File: config.mk
export PLATFORM = sky130hd
export DESIGN_NAME = vec_cmd_decoder
export DESIGN_NICKNAME = d
export VERILOG_FILES = /design/src/vec_data_pkg.sv /design/src/vec_cmd_pkg.sv /design/src/vec_cmd_decoder.sv
export SDC_FILE = /design/constraint.sdc
export NUM_CORES = 1
export LEC_CHECK = 0
export BUFFER_PORTS_ARGS = -buffer_cell sky130_fd_sc_hd__buf_2
export CORE_AREA = 2 2 93 95
export DETAILED_ROUTE_END_ITERATION = 12
export DIE_AREA = 0 0 95 97
export PLACE_DENSITY = 0.77
export SLEW_MARGIN = 25
export SYNTH_ARGS = -nofsm -noshare
export SYNTH_HDL_FRONTEND = slang
export SYNTH_SLANG_ARGS = --single-unit
File: constraint.sdc
create_clock -name clock -period 3.5 [get_ports clock]
set_clock_uncertainty 0.1 [all_clocks]
set_input_delay 0.525 -clock clock [delete_from_list [all_inputs] [get_ports clock]]
set_output_delay 0.525 -clock clock [all_outputs]
set_load 0.005 [all_outputs]
File: src/vec_data_pkg.sv
package vec_data_pkg;

	localparam int DATA_W    = 32;	// Element width
	localparam int ADDR_W    = 16;	// Address, stride and length width
	localparam int VREG_W    = 2;	// Vector register number width
	localparam int NUM_VREGS = 1 << VREG_W;

	// One vector element or scalar
	typedef logic [DATA_W-1:0] data_t;

	// Memory address; stride and length share the width
	typedef logic [ADDR_W-1:0] address_t;

	// Vector register number
	typedef logic [VREG_W-1:0] vreg_idx_t;

endpackage

File: src/vec_cmd_pkg.sv
package vec_cmd_pkg;

	// Host command kinds
	typedef enum logic [1:0] {
		OP_FILL  = 2'd0,	// Broadcast scalar into register
		OP_STORE = 2'd1,	// Register to memory
		OP_LOAD  = 2'd2,	// Memory to register
		OP_READ  = 2'd3	// One element back as scalar
	} opcode_e;

	// Command word on the host port; base is the element index for OP_READ
	typedef struct packed {
		opcode_e                opcode;
		vec_data_pkg::vreg_idx_t vreg;
		vec_data_pkg::address_t  base;
		vec_data_pkg::address_t  stride;
		vec_data_pkg::address_t  length;
		vec_data_pkg::data_t     scalar;
	} vec_cmd_t;

	// Strided access description
	typedef struct packed {
		vec_data_pkg::address_t base;
		vec_data_pkg::address_t stride;
		vec_data_pkg::address_t length;
	} mem_cfg_t;

	// LSU request towards memory
	typedef struct packed {
		logic st_req;	// Store access in progress
		logic ld_req;	// Load access in progress
		logic valid;	// Element moves this cycle
	} mem_req_t;

	// Memory ready flags plus end of access from the generator
	typedef struct packed {
		logic st_ready;
		logic ld_ready;
		logic st_end;
		logic ld_end;
	} mem_status_t;

endpackage

File: src/vec_cmd_decoder.sv
`timescale 1ns/1ns

module vec_cmd_decoder (
	input  logic                    clock,
	input  logic                    reset,
	input  logic                    cmd_req,
	input  vec_cmd_pkg::vec_cmd_t   cmd,
	input  logic                    st_done,
	input  logic                    ld_done,
	output logic                    cmd_ack,
	output logic                    st_start,
	output logic                    ld_start,
	output vec_cmd_pkg::mem_cfg_t   cfg,
	output vec_data_pkg::vreg_idx_t vreg,
	output logic                    fill_en,
	output logic                    read_en,
	output vec_data_pkg::data_t     scalar,
	output vec_data_pkg::address_t  elem_idx
);

	typedef enum logic [2:0] {IDLE, ISSUE, WAIT, ACK, RELEASE} state_e;

	state_e                state;
	vec_cmd_pkg::vec_cmd_t cmd_q;	// Held for the whole command
	logic                  is_mem_op;

	assign is_mem_op = (cmd_q.opcode == vec_cmd_pkg::OP_STORE) ||
		(cmd_q.opcode == vec_cmd_pkg::OP_LOAD);

	always_ff @(posedge clock) begin
		if (reset) begin
			state <= IDLE;
		end else begin
			case (state)
				IDLE:    if (cmd_req) state <= ISSUE;
				ISSUE:   state <= is_mem_op ? WAIT : ACK;	// Fill and read finish here
				WAIT:    if (st_done || ld_done) state <= ACK;
				ACK:     if (!cmd_req) state <= RELEASE;
				RELEASE: state <= IDLE;	// Ack is already low
				default: state <= IDLE;
			endcase
		end
	end

	always_ff @(posedge clock) begin
		if (state == IDLE && cmd_req) cmd_q <= cmd;	// Host keeps cmd stable under req
	end

	assign st_start = (state == ISSUE) && (cmd_q.opcode == vec_cmd_pkg::OP_STORE);
	assign ld_start = (state == ISSUE) && (cmd_q.opcode == vec_cmd_pkg::OP_LOAD);
	assign fill_en  = (state == ISSUE) && (cmd_q.opcode == vec_cmd_pkg::OP_FILL);
	assign read_en  = (state == ISSUE) && (cmd_q.opcode == vec_cmd_pkg::OP_READ);
	assign cmd_ack  = (state == ACK);

	assign cfg      = '{base: cmd_q.base, stride: cmd_q.stride, length: cmd_q.length};
	assign vreg     = cmd_q.vreg;
	assign scalar   = cmd_q.scalar;
	assign elem_idx = cmd_q.base;	// Element index for reads

	// Four-phase rule: ack may only drop once the host has released req
	ack_holds_under_req: assert property (
		@(posedge clock) disable iff (reset)
		(cmd_ack && cmd_req) |=> cmd_ack
	);

endmodule

# After elaboration in Yosys (flattened, before gate mapping)
# Cells that the tools add are included.
[word_totals]
inputBits = 89
word_cells = 31
output_inout_bits = 103
register_bits = 87
[op_classes]
reduce_logical = 10
muxes = 5
eq_ne = 9
[ops]
columns = ["cell", "count"]
rows = [
  ["3-bit case mux with 4 select lines", 1],
  ["3-bit two-way mux", 3],
  ["3-bit by 2-bit == test with 1-bit output, second input constant", 2],
  ["2-bit != test, second input constant", 3],
  ["1-bit logical AND", 5],
  ["2-bit == test, second input constant", 2],
  ["3-bit by 1-bit == test with 1-bit output, second input constant", 1],
  ["3-bit logical NOT", 1],
  ["3-bit AND reduction", 1],
  ["2-bit by 1-bit == test with 1-bit output, second input constant", 1],
  ["2-bit logical NOT", 1],
  ["1-bit logical OR", 2],
  ["1-bit two-way mux", 1],
]

# Logic depth before layout (Yosys ltp)
[logic_depth]
word_depth = 4
mapped_depth = 5
depth_no_buf = 5

# Worst setup path after synthesis
# OpenSTA, ideal clock, no wires.
[synth_path]
kind = "input to register"
from = "input port cmd_req"
to = "register cmd_q (netlist bit cfg[0]) (enable)"
n_path_buf = 0
setup_ns = 0.451
setup_slack_ns = 0.341
arrival_time_ns = 2.607
required_time_ns = 2.949
cell_stages = 2
path_cell_list = "and2b_1 and2_1"
[synth_between]
elab_chain_len = 1
[synth_lines]
columns = ["element", "line", "rtl"]
rows = [
  ["start, declared", "vec_cmd_decoder.sv:6", "input logic cmd_req,"],
  ["1-bit logical AND", "vec_cmd_decoder.sv:46", "if (state == IDLE && cmd_req) cmd_q <= cmd;"],
  ["end signal, assigned", "vec_cmd_decoder.sv:46", ""],
  ["end, declared", "vec_cmd_decoder.sv:24", "vec_cmd_pkg::vec_cmd_t cmd_q;"],
]
# Every way passes these cells.
# A chain may end at the register's enable or synchronous reset.

# Worst setup path after layout
[layout_path]
from = "register cmd_q[82] in the netlist's numbering"
to = "output port fill_en"
[layout_between]
elab_chain_len = 2
[layout_lines]
columns = ["element", "line", "rtl"]
rows = [
  ["2-bit logical NOT", "vec_cmd_decoder.sv:51", "assign fill_en = (state == ISSUE) && (cmd_q.opcode == vec_cmd_pkg::OP_FILL);"],
  ["1-bit logical AND", "vec_cmd_decoder.sv:51", ""],
  ["end, declared", "vec_cmd_decoder.sv:15", "output logic fill_en,"],
]
# Every way passes these cells.

==> run metrics <==
hold buffer count at CTS 0; peak supply drop 0.254 mV; total core area 0.00813 sq mm; Slew @ Worst Pin 0.558 ns; via/cell ratio 4.22; Worst EP arrival 1.30 ns; layout cell share with drive strength beyond 1 0.658; HPWL after detailed placement 4340 microns; Met2 Wirelength 2930 microns; Root Buffer clkbuf_8; GRT Overall Usage 0.124; Num CTS Buffers 9; Setup TNS 0 ns; max capacitance violation total 0; Synth Instances 209; postcts setup bufs 0; Warnings, synthesis 0; TritonCTS clock tree built; WP data required 2.87 ns; initial antenna violation count 0; # IOs 192; worst-path fanout max 3; die footprint 0.00922 sq mm; Critical Path Start Type register; post-synth net total 302; unrepaired setup endpoints after global routing false; 1st-iter DRT viols 46; post-synth top area cell edfxtp_1; Clock Path Buffers 2; Slew headroom 0.628; first-pass GRT wire length 8460 microns; DRC viols 0; Cell Pwr Density 528 mW/mm^2; status finished, final reports clean; post-route ant nets 0; CP endpoint kind output pin; fin nets 407; post-synth top area share 0.723; P_leak 1.75 nW; die width 95 microns; vias in the first global route 1763; row count 33; Distinct cells, synth 17; H-tree depth 3; Clk Latency, worst-skew pair 0.33 ns; clock-pin slew on the worst setup and hold paths 0.09 ns; Area Growth Syn to Fin 15.5%; final setup violation count 0; Final Max Slew Viols 0; I/O Buffers 191; final hold slack 0.248 ns; Top Layer Used met4; post-route minimum period 1.93 ns; FF+latch count, synth 87; metal3 WL 651 microns; routed wire length 5780 microns; clock sinks 87; Final period util 0.551; Syn Std Cell Area 0.00349 sq mm; Hold Vio Cnt, Final 0; Initial Util 0.429; TritonRoute pass-1 iters 4; RePlAce Congestion 0.687; DRT met1 WL 2090 microns; worst hold path class in2reg; largest net degree at the start of global routing 85; top post-synthesis cells by area edfxtp_1 72%, buf_4 21%, dfxtp_1 1.7%; Vias 1790; post-CTS sizing 0; antenna diode count 0; fmax 518 MHz; sequential share of the synthesized area 0.740; die span in y 97 microns; WL/cell 13.6 microns; remaining global-route overflow 0; Syn Area/Cell 16.7 sq um; Worst Setup Path Type reg2out
## cells by family (layout without fill, tap and decap cells)
| group | after synthesis | in the layout | share of synthesized area |
|---|---|---|---|
| AO/OA/AOI/OAI | 2 | 2 | 0.00646 |
| adder cells (fa/ha/maj) | 4 | 4 | 0.0143 |
| buffers and inverters | 100 | 210 | 0.213 |
| flip-flops | 87 | 87 | 0.740 |
| AND/OR/NAND/NOR | 16 | 16 | 0.0258 |
## worst max-delay path: stages, from the launching register on
cell and delay [ns]:
edfxtp_1 0.39, inv_1 0.08, ha_1 0.20, and3_2 0.18, buf_2 0.12
## power breakdown
group | leakage (nW) | switching, mW | internal, mW
sequential | 0.819 | 0.0304 | 1.26
combinational | 0.862 | 0.124 | 0.116
clock | 0.0716 | 0.336 | 0.257
total | 1.75 | 0.491 | 1.64
## state kept, by name (all words and copies together), names as in the netlist
signal    cells
cfg          32
cmd_q         2
elem_idx     16
scalar       32
state         3
vreg          2
## cells in the mapped netlist, drive strengths merged
cell type	number
o31ai	1
nand2b	1
nor2b	1
nand2	1
and2	1
inv	2
nor4	2
and2b	1
nor2	4
edfxtp	84
a2111oi	1
and3	4
buf	98
dfxtp	3
nor3	1
ha	4
## path summary, 6_finish.rpt
path	from	to	slack, ns	cells after the start
setup / recovery	cmd_q[82]$_DFFE_PP_	fill_en	1.57	4
setup reg to reg	state[2]$_SDFFE_PP0P_	scalar[10]$_DFFE_PP_	1.62	3
hold reg to reg	state[2]$_SDFFE_PP0P_	state[0]$_SDFFE_PP0P_	0.44	1
hold / removal	cmd[37]	cfg[5]$_DFFE_PP_	0.25	1
## per-layer routing
| layer | GRT usage | vias up |
|---|---|---|
| met5 | 0 | - |
| met4 | 0.0635 | 0 |
| met3 | 0.0452 | 11 |
| met2 | 0.208 | 119 |
| met1 | 0.137 | 819 |
| li1 | - | 841 |
## through the flow
step	util	power [mW]	cell area (sq um)	std cells	setup WS (ns)
CTS	0.493	2.15	4010	423	1.47
floorplan	-	1.52	3490	209	0.341
detailed placement	0.472	1.56	3840	407	1.33
global route	0.495	2.24	4030	424	1.46
finish	0.495	2.13	4030	424	1.57
global placement	0.472	1.55	3840	407	1.38
## layout by cell type (no fill, tap or decap)
master / Yosys / layout
inv_1: 2 / 2
nor4_1: 2 / 2
dfxtp_1: 3 / 3
buf_2: 0 / 191
and2_4: 0 / 1
nand2b_1: 1 / 1
nor2b_1: 1 / 1
clkbuf_8: 0 / 9
and3_1: 2 / 2
and3_2: 2 / 2
buf_12: 0 / 1
clkinv_2: 0 / 1
and2b_1: 1 / 1
ha_1: 4 / 4
nor2_1: 4 / 4
clkbuf_1: 0 / 2
nand2_1: 1 / 1
a2111oi_2: 1 / 1
nor3_1: 1 / 1
o31ai_1: 1 / 1
edfxtp_1: 84 / 84
clkinvlp_4: 0 / 4
## area by class of cell
class,count,area [sq um]
Clock buffer,11,131
Tap cell,105,131
Sequential cell,87,2580
Clock inverter,5,35.0
Inverter,2,7.51
Multi-Input combinational cell,22,165
Timing Repair Buffer,192,976
Fill cell,732,4110
Note: power is estimated with default switching activity, not from simulation.
