## config.mk

```make
export PLATFORM = sky130hd
export DESIGN_NAME = stride_addr_gen
export DESIGN_NICKNAME = d
export VERILOG_FILES = /design/src/vec_data_pkg.sv /design/src/vec_cmd_pkg.sv /design/src/stride_addr_gen.sv
export SDC_FILE = /design/constraint.sdc
export NUM_CORES = 1
export LEC_CHECK = 0
export BUFFER_PORTS_ARGS = -buffer_cell sky130_fd_sc_hd__buf_2
export CORE_UTILIZATION = 53
export DETAILED_ROUTE_END_ITERATION = 10
export PLACE_DENSITY = 0.92
export SLEW_MARGIN = 5
export SYNTH_ARGS = -nofsm -noshare
export SYNTH_HDL_FRONTEND = slang
export SYNTH_SLANG_ARGS = --single-unit
```

## constraint.sdc

```tcl
create_clock -name clock -period 3.76 [get_ports clock]
set_input_delay 0.188 -clock clock [delete_from_list [all_inputs] [get_ports clock]]
set_output_delay 0.188 -clock clock [all_outputs]
set_load 0.02 [all_outputs]
```

## src/vec_data_pkg.sv

```systemverilog
package vec_data_pkg;

	localparam int DATA_W    = 32;	// Element width
	localparam int ADDR_W    = 16;	// Address, stride and length width
	localparam int VREG_W    = 2;	// Vector register number width
	localparam int NUM_VREGS = 1 << VREG_W;

	// One vector element or scalar
	typedef logic [DATA_W-1:0] data_t;

	// Memory address; stride and length share the width
	typedef logic [ADDR_W-1:0] address_t;

	// Vector register number
	typedef logic [VREG_W-1:0] vreg_idx_t;

endpackage

```

## src/vec_cmd_pkg.sv

```systemverilog
package vec_cmd_pkg;

	// Host command kinds
	typedef enum logic [1:0] {
		OP_FILL  = 2'd0,	// Broadcast scalar into register
		OP_STORE = 2'd1,	// Register to memory
		OP_LOAD  = 2'd2,	// Memory to register
		OP_READ  = 2'd3	// One element back as scalar
	} opcode_e;

	// Command word on the host port; base is the element index for OP_READ
	typedef struct packed {
		opcode_e                opcode;
		vec_data_pkg::vreg_idx_t vreg;
		vec_data_pkg::address_t  base;
		vec_data_pkg::address_t  stride;
		vec_data_pkg::address_t  length;
		vec_data_pkg::data_t     scalar;
	} vec_cmd_t;

	// Strided access description
	typedef struct packed {
		vec_data_pkg::address_t base;
		vec_data_pkg::address_t stride;
		vec_data_pkg::address_t length;
	} mem_cfg_t;

	// LSU request towards memory
	typedef struct packed {
		logic st_req;	// Store access in progress
		logic ld_req;	// Load access in progress
		logic valid;	// Element moves this cycle
	} mem_req_t;

	// Memory ready flags plus end of access from the generator
	typedef struct packed {
		logic st_ready;
		logic ld_ready;
		logic st_end;
		logic ld_end;
	} mem_status_t;

endpackage

```

## src/stride_addr_gen.sv

```systemverilog
`timescale 1ns/1ns

module stride_addr_gen #(
	parameter int MEM_DEPTH = 256
) (
	input  logic                   clock,
	input  logic                   reset,
	input  logic                   run,
	input  vec_cmd_pkg::mem_cfg_t  cfg,
	input  vec_cmd_pkg::mem_req_t  req,
	input  logic                   advance,
	output vec_data_pkg::address_t addr,
	output logic                   st_end,
	output logic                   ld_end
);

	logic                   run_q;
	logic                   first;	// First cycle of an access
	logic                   last;
	vec_data_pkg::address_t addr_q;
	vec_data_pkg::address_t cnt_q;	// Elements still to issue
	vec_data_pkg::address_t cur_cnt;
	vec_data_pkg::address_t next_addr;

	function automatic vec_data_pkg::address_t wrap(input logic [31:0] a);
		return vec_data_pkg::address_t'(a % MEM_DEPTH);
	endfunction

	assign first = run & ~run_q;

	// Base and length come straight from cfg in the first cycle
	assign addr      = first ? wrap(32'(cfg.base)) : addr_q;
	assign cur_cnt   = first ? cfg.length : cnt_q;
	assign next_addr = wrap(32'(addr) + 32'(cfg.stride));

	// Length 0 behaves like length 1 so the access always ends
	assign last   = advance & (cur_cnt <= 16'd1);
	assign st_end = last & req.st_req;
	assign ld_end = last & req.ld_req;

	always_ff @(posedge clock) begin
		if (reset) begin
			run_q <= 1'b0;
			cnt_q <= '0;
		end else begin
			run_q <= run;
			if (run) cnt_q <= advance ? cur_cnt - 16'd1 : cur_cnt;
		end
	end

	always_ff @(posedge clock) begin
		if (run) addr_q <= advance ? next_addr : addr;	// Hold address under stall
	end

endmodule

```

# After elaboration in Yosys (flattened, before gate mapping)
# Cells that the tools add are included.
# W data, S select, Z words.
# classes
n_addsub	2
order_cmp	1
n_mux	4
bitwise_logic	5
# ops
op	count
$mux W16	3
$le A16 B1 Y1 const B	1
$sub A16 B1 Y16 const B	1
$add A8 B8 Y8	1
$mux W8	1
$and A1 B1 Y1	4
$not A1 Y1	1
# totals
reg_bits	33
inputBits	55
output_inout_bits	18
wordCells	16

# Depth between registers and ports, before layout
# Gate-level depths: netlist (run 1).
# depth
word_depth	6
ltp_mapped	14
ltp_nobuf	11

# Least setup slack after synthesis (run 1)
# No wires, ideal clock.
# synth_path
path_type	register -> register
start	reg run_q
end	reg addr_q[6] (data pin)
setup_time_ps	270
arrival_ps	2676
t_required_ps	3490
path_slack_ps	813
stages_incl_launch_ff	15
n_path_buf	3
synth_period_minus_slack_ps	2947
cell_sequence	dfxtp_1 > nor2b_1 > buf_6 > buf_2 > clkbuf_1 > nand2_1 > nand2_1 > ha_1 > fa_1 > a21o_1 > a21oi_1 > o21ai_0 > a21oi_1 > xor2_1 > a21oi_1
# synth_between
elab_chain_len	5
# synth_rtl
element	line_no	source
start: declaration	stride_addr_gen.sv:17	logic run_q;
start signal: assignment	stride_addr_gen.sv:46	run_q <= run;
$not A1 Y1	stride_addr_gen.sv:29	assign first = run & ~run_q;
$and A1 B1 Y1	stride_addr_gen.sv:29	
$mux W16	stride_addr_gen.sv:32	assign addr = first ? wrap(32'(cfg.base)) : addr_q;
named net addr[0]	stride_addr_gen.sv:12	output vec_data_pkg::address_t addr,
$add A8 B8 Y8	stride_addr_gen.sv:34	assign next_addr = wrap(32'(addr) + 32'(cfg.stride));
$mux W8	stride_addr_gen.sv:52	if (run) addr_q <= advance ? next_addr : addr;
end signal: assignment	stride_addr_gen.sv:52	
end: declaration	stride_addr_gen.sv:20	vec_data_pkg::address_t addr_q;
# The timed path passes the listed nets, and every way through them passes these cells.
# A chain may end at the register's enable or synchronous reset.

# Worst setup path after layout (run 1)
# layout_path
start	reg run_q
end	out ld_end
# layout_between
elab_chain_len	6
# layout_rtl
element	line_no	source
$not A1 Y1	stride_addr_gen.sv:29	
$and A1 B1 Y1	stride_addr_gen.sv:29	
$mux W16	stride_addr_gen.sv:33	assign cur_cnt = first ? cfg.length : cnt_q;
$le A16 B1 Y1	stride_addr_gen.sv:37	assign last = advance & (cur_cnt <= 16'd1);
$and A1 B1 Y1	stride_addr_gen.sv:37	
$and A1 B1 Y1	stride_addr_gen.sv:39	assign ld_end = last & req.ld_req;
end: declaration	stride_addr_gen.sv:14	output logic ld_end
# Every way passes these cells.

==> impl_metrics.ini, run 1 <==
[detailed_routing]
drtIter0Drc = 253
highest_layer = met4
wl_per_cell_um = 15.8
dr.pass1.iters = 8
dr_wl_met2_um = 3230
postRouteAntennaNets = 0
vias_per_cell = 6.15
wl_met1_um = 2590
met3_wirelength_um = 464
drc = 2
drt_wl_total_um = 6490
vias = 2529

[critical_path]
worstReg2RegStart = run_q$_SDFF_PP0_
critical-path-top-delay-family = compound AO/OA/AOI/OAI gates
worstPathCellList = nand2b_1 > buf_4 > or3_1 > a2111oi_0 > o2111ai_1 > nor2_1 > buf_2
max_stage_delay_ns = 0.81
end_kind = output pin
start_kind = flop
crit_start = run_q$_SDFF_PP0_
crit_slowest_cell = a2111oi_0
path_buf_inv = 2
cp_data_arrival_time_ns = 2.93
path_max_fanout = 35
path_class = reg2out
required_ns = 3.57

[synth]
async_flop_share_pct = 0
ys_seq_area_share_pct = 32.2
synth_cell_types = 57
synth_ff_type = dfxtp_1
synth-simple-area-share_pct = 27.7
synth.avg_cell_area_um2 = 8.22
synth_compound_area_share_pct = 15.3
synthTopCellsByArea = edfxtp_1 (19%), dfxtp_1 (13%), nand2_1 (6.9%)
synthMuxAreaShare_pct = 9.68
ys_warn_count = 0
syn_nets = 375
synth_top_cell_area_share_pct = 18.9
synth_top_area_cell = edfxtp_1
syn-cell-area_um2 = 2550
synth-edff-count = 16
synth-xor-area-share_pct = 4.47
ys_ff_latch = 33
synth_fa_ha_area_share_pct = 5.21
synth_top_family_by_area = simple AND/OR/NAND/NOR gates
netlist_instances = 310

[cells_and_area]
stdcell_count = 411
nFillCells = 360
final_cell_mix = buf_2 (55), nand2_1 (47), nor2_1 (33)
finalNetCount = 423
areaGrowthSynthToFinish_pct = 14.6
antennaDiodeCount = 0
drive_above_1_share_pct = 22.8
mostFrequentLayoutCell = buf_2

[run_status]
status = finished with violations
violations = DRC

[clock_tree]
cts-root-buf = clkbuf_8
cts_resized = 0
cts_hold_buf = 0
cts_tree = done
cts.sinks = 33
h-tree-depth = 2
clockBufferDepth = 2
numCtsBuffers = 5
clkTransAtPathRegs_ns = 0.08
post-cts-setup-buffers = 0
clk_latency_ns = 0.30

[die]
initial_core_util_pct = 56.9
die_h_um = 71.3
die-area_um2 = 5090
pin_count = 73
core_area_um2 = 4470
rows = 24
die_x_um = 71.3

[global_route]
grt_usage_pct = 27.0
grt_pass1_vias = 2371
grt_antenna_before_repair = 0
grt.overflow.total = 0
grt_pass1_wl_um = 10900
grt_start_max_net_pins = 36

[sta]
max-slew-margin-rel_pct = 37.6
max_freq_mhz = 320
worstMarginPinSlew_ns = 0.912
finalClockSkew_ns = 0.0136
drv_slew = 0
grt_setup_unrepaired = false
setup_viol = 0
finalHoldViolations = 0
post-route-min-period_ns = 3.12
tns_ns = 0
timing.final.crit_share_pct = 83.0

[power_and_ir_drop]
ir_worst_vdd_mv = 0.249
p_leak_nw = 1.34
power.density_nw_per_um2 = 358

[hold_path]
hold_class = in2reg
min_from = cfg[11]

[place]
gp_congestion = 0.960
io_buffers = 55
hpwlAfterDp_um = 4460
dp.cells = 403

[flow_run]
max_cap_viol_count = 0
## stage by stage
step	power (mW)	utilization, %	cell area (um2)	worst slack, ns	hold WS (ns)
floorplan	0.679	-	2550	0.813	0.300
global route	1.10	65.3	2920	0.493	0.253
CTS	1.04	65.3	2920	0.610	0.243
finish	1.05	65.3	2920	0.638	0.238
detailed placement	0.769	63.3	2830	0.690	0.467
global placement	0.755	63.3	2830	0.832	0.465
## sequential cells by signal, summed over array words and instances, names as in the netlist, named ones only
signal,flops
run_q,1
addr_q,16
cnt_q,15
## cell type report
| type | count | area [um2] | share of cell area, % |
|---|---|---|---|
| multi-input combinational | 245 | 1590 | 54.5 |
| sequential | 33 | 821 | 28.1 |
| timing repair buffer | 59 | 305 | 10.5 |
| clock buffer | 5 | 68.8 | 2.36 |
| tap | 52 | 65.1 | 2.23 |
| inverter | 14 | 52.6 | 1.80 |
| clock inverter | 3 | 17.5 | 0.600 |
## synth_stat cells, types with 3 or more instances
library cell  count
and2_1            8
xnor2_1           6
mux2i_1          15
o211ai_1          3
buf_2             3
a21oi_1          15
nand3_1           6
o311ai_0          3
o21ai_0          12
ha_1              9
or3_1             4
edfxtp_1         16
inv_1            14
mux2_2            6
and3_1           12
nand3b_1          3
nor3_1            9
dfxtp_1          17
nor4_1            6
clkbuf_1         11
nand2_1          47
xor2_1            7
nor2_1           33
nand4_1           3
a211oi_1          3
## per-layer routing
metal / vias up / track usage [%]
li1: 1212 / -
met1: 1152 / 33.6
met2: 139 / 45.8
met3: 26 / 4.50
met4: 0 / 12.4
met5: - / 0
## worst paths after layout
check / end / cells past startpoint / slack, ns
max: ld_end / 7 / 0.64
min: cnt_q[11]$_SDFFE_PP0P_ / 3 / 0.24
max reg2reg: cnt_q[10]$_SDFFE_PP0P_ / 8 / 0.92
min reg2reg: flop / 2 / 0.48
## logic make-up after synthesis
| family | after synthesis |
|---|---|
| AO/OA/AOI/OAI | 57 |
| XOR/XNOR | 13 |
| adder cells (fa/ha/maj) | 10 |
| buffers and inverters | 32 |
| flip-flops | 33 |
| multiplexers | 23 |
| AND/OR/NAND/NOR | 142 |
## report_power, final
part / internal (mW) / switching, mW
logic: 0.134 / 0.203
registers: 0.413 / 0.0185
clock network: 0.128 / 0.149
## tightest hold or removal path: stages
cell and delay (ns):
buf_2 0.11, xnor2_1 0.12, o311ai_1 0.08
Note: power is estimated with default switching activity, not from simulation.
==> inputs of run 2 (changes only) <==
==> constraint.sdc (replaced) <==
create_clock -name clock -period 3.1 [get_ports clock]
set_input_delay 0.155 -clock clock [delete_from_list [all_inputs] [get_ports clock]]
set_output_delay 0.155 -clock clock [all_outputs]
set_load 0.02 [all_outputs]
==> run 2 against run 1 <==
  * The flow still finishes with violations (DRC)
  * Non-clock buffer count up 3
  * Die area unchanged
  * Total power up 27%
  * Clock-buffer cell count up 1
  * Clock power up 43%
  * Cell area up 1.5%
  * Cell count up 0.73%
  * Register-to-register slack worse by 0.50 ns
  * Critical path type unchanged
  * Largest cell class unchanged
  * Largest power group unchanged
  * Highest routed layer unchanged
==> impl_metrics.ini, run 2 (synthesis results as in run 1) <==
[run_status]
status = finished with violations
violations = DRC

[critical_path]
path_buf_inv = 2
crit_slowest_cell = a2111oi_0
end_kind = output pin
worstPathCellList = nand2b_1 > buf_4 > or3_1 > a2111oi_0 > o2111ai_1 > nor2_1 > buf_2
required_ns = 2.94
start_kind = flop
path_class = reg2out
max_stage_delay_ns = 0.60
cp_data_arrival_time_ns = 2.72
path_max_fanout = 19
critical-path-top-delay-family = compound AO/OA/AOI/OAI gates

[cells_and_area]
antennaDiodeCount = 0
largest_register_ffs = 16
reg_top3 = addr_q x16, cnt_q x15, run_q x1
mostFrequentLayoutCell = buf_2
areaGrowthSynthToFinish_pct = 16.3
final_cell_mix = buf_2 (55), nand2_1 (47), nor2_1 (33)
stdcell_count = 414
regMostFlops = addr_q
drive_above_1_share_pct = 22.9
finalNetCount = 426

[hold_path]
hold_class = in2reg

[power_and_ir_drop]
seq_power_share_pct = 39.4
intPower_mw = 0.905
p_leak_nw = 1.36
p_sw_share_pct = 31.8
power.density_nw_per_um2 = 448
switchingPower_mw = 0.422
comb_power_share_pct = 30.7
pwr-share-clk_pct = 29.9
ir_worst_vdd_mv = 0.271

[clock_tree]
cts_tree = done
clkTransAtPathRegs_ns = 0.07
cts_resized = 0
cts_hold_buf = 0
clk_latency_ns = 0.29
numCtsBuffers = 5
cts-root-buf = clkbuf_8
cts.sinks = 33
h-tree-depth = 2
clockBufferDepth = 2
post-cts-setup-buffers = 0

[detailed_routing]
drtIter0Drc = 169
drt_wl_total_um = 6050
dr.pass1.iters = 8
postRouteAntennaNets = 0
vias_per_cell = 5.99
vias = 2479
wl_per_cell_um = 14.6
drc = 2

[sta]
timing.final.crit_share_pct = 92.9
max_freq_mhz = 347
tns_ns = 0
grt_setup_unrepaired = false
setup_viol = 0
max-slew-margin-rel_pct = 56.7
finalHoldViolations = 0
worstMarginPinSlew_ns = 0.633
finalClockSkew_ns = 0.0101
post-route-min-period_ns = 2.88
drv_slew = 0
whs_ns = 0.221

[global_route]
grt_start_max_net_pins = 25
grt_pass1_vias = 2327
grt_antenna_before_repair = 0
grt_pass1_wl_um = 10200
grt.overflow.total = 0
grt_usage_pct = 25.2

[die]
pin_count = 73
initial_core_util_pct = 56.9
die-area_um2 = 5090
die_h_um = 71.3
rows = 24
die_x_um = 71.3
core_area_um2 = 4470

[place]
io_buffers = 55
dp.cells = 406
hpwlAfterDp_um = 4380
gp_congestion = 0.932

[flow_run]
max_cap_viol_count = 0
==> run 2: cell types whose count changed in the layout (fill, tap and decap cells not counted) <==
cell	delta
bufinv_16	+1
clkinv_1	+1
buf_4	+3
clkbuf_1	+1
clkinvlp_4	-1
clkinv_2	-2
==> run 2: power groups by stage <==
| stage | clock (mW) | sequential (mW) | combinational, mW |
|---|---|---|---|
| global placement | 0 | 0.530 | 0.389 |
| global route | 0.422 | 0.528 | 0.451 |
| floorplan | 0 | 0.526 | 0.297 |
| finish | 0.397 | 0.523 | 0.407 |
| detailed placement | 0 | 0.532 | 0.403 |
| CTS | 0.402 | 0.522 | 0.406 |
==> run 2: cell type report <==
class | count | area [um2]
clock inverters | 2 | 33.8
multi-input cells | 245 | 1590
clock buffers | 6 | 72.6
repair buffers | 62 | 328
well taps | 52 | 65.1
inverters | 14 | 52.6
flip-flops and latches | 33 | 821
fillers | 335 | 1510
==> run 2: metrics by stage <==
step | utilization [%] | instance area [um2] | total power, mW | worst slack, ns
6_report | 66.2 | 2960 | 1.33 | 0.221
5_1_grt | 66.2 | 2960 | 1.40 | 0.0174
4_1_cts | 66.2 | 2960 | 1.33 | 0.187
3_5_place_dp | 63.8 | 2860 | 0.935 | 0.446
3_3_place_gp | 63.8 | 2860 | 0.919 | 0.489
2_1_floorplan | - | 2550 | 0.823 | 0.153
==> run 2: final timing paths <==
check	start	to	slack, ns	cells past startpoint
max	run_q$_SDFF_PP0_	ld_end	0.22	7
min reg2reg	flop	flop	0.48	2
min	cfg[11]	cnt_q[11]$_SDFFE_PP0P_	0.22	3
max reg2reg	run_q$_SDFF_PP0_	addr_q[6]$_DFFE_PP_	0.42	11
==> run 2: worst register-to-register path, stage by stage, from the launching register on <==
cell,delay [ns]
dfxtp_1,0.33
nand2b_1,0.29
nand2_1,0.13
nand2_1,0.09
ha_1,0.22
fa_1,0.41
a21o_1,0.21
a21oi_1,0.21
o21ai_0,0.12
a21oi_1,0.18
xor2_1,0.16
a21oi_1,0.08
==> run 2: routing by layer <==
layer,GRT usage [%],vias to the layer above,wire [um]
li1,-,1222,-
met1,30.9,1167,2610
met2,43.5,82,3030
met3,4.64,8,321
met4,10.4,0,82
met5,0,-,0
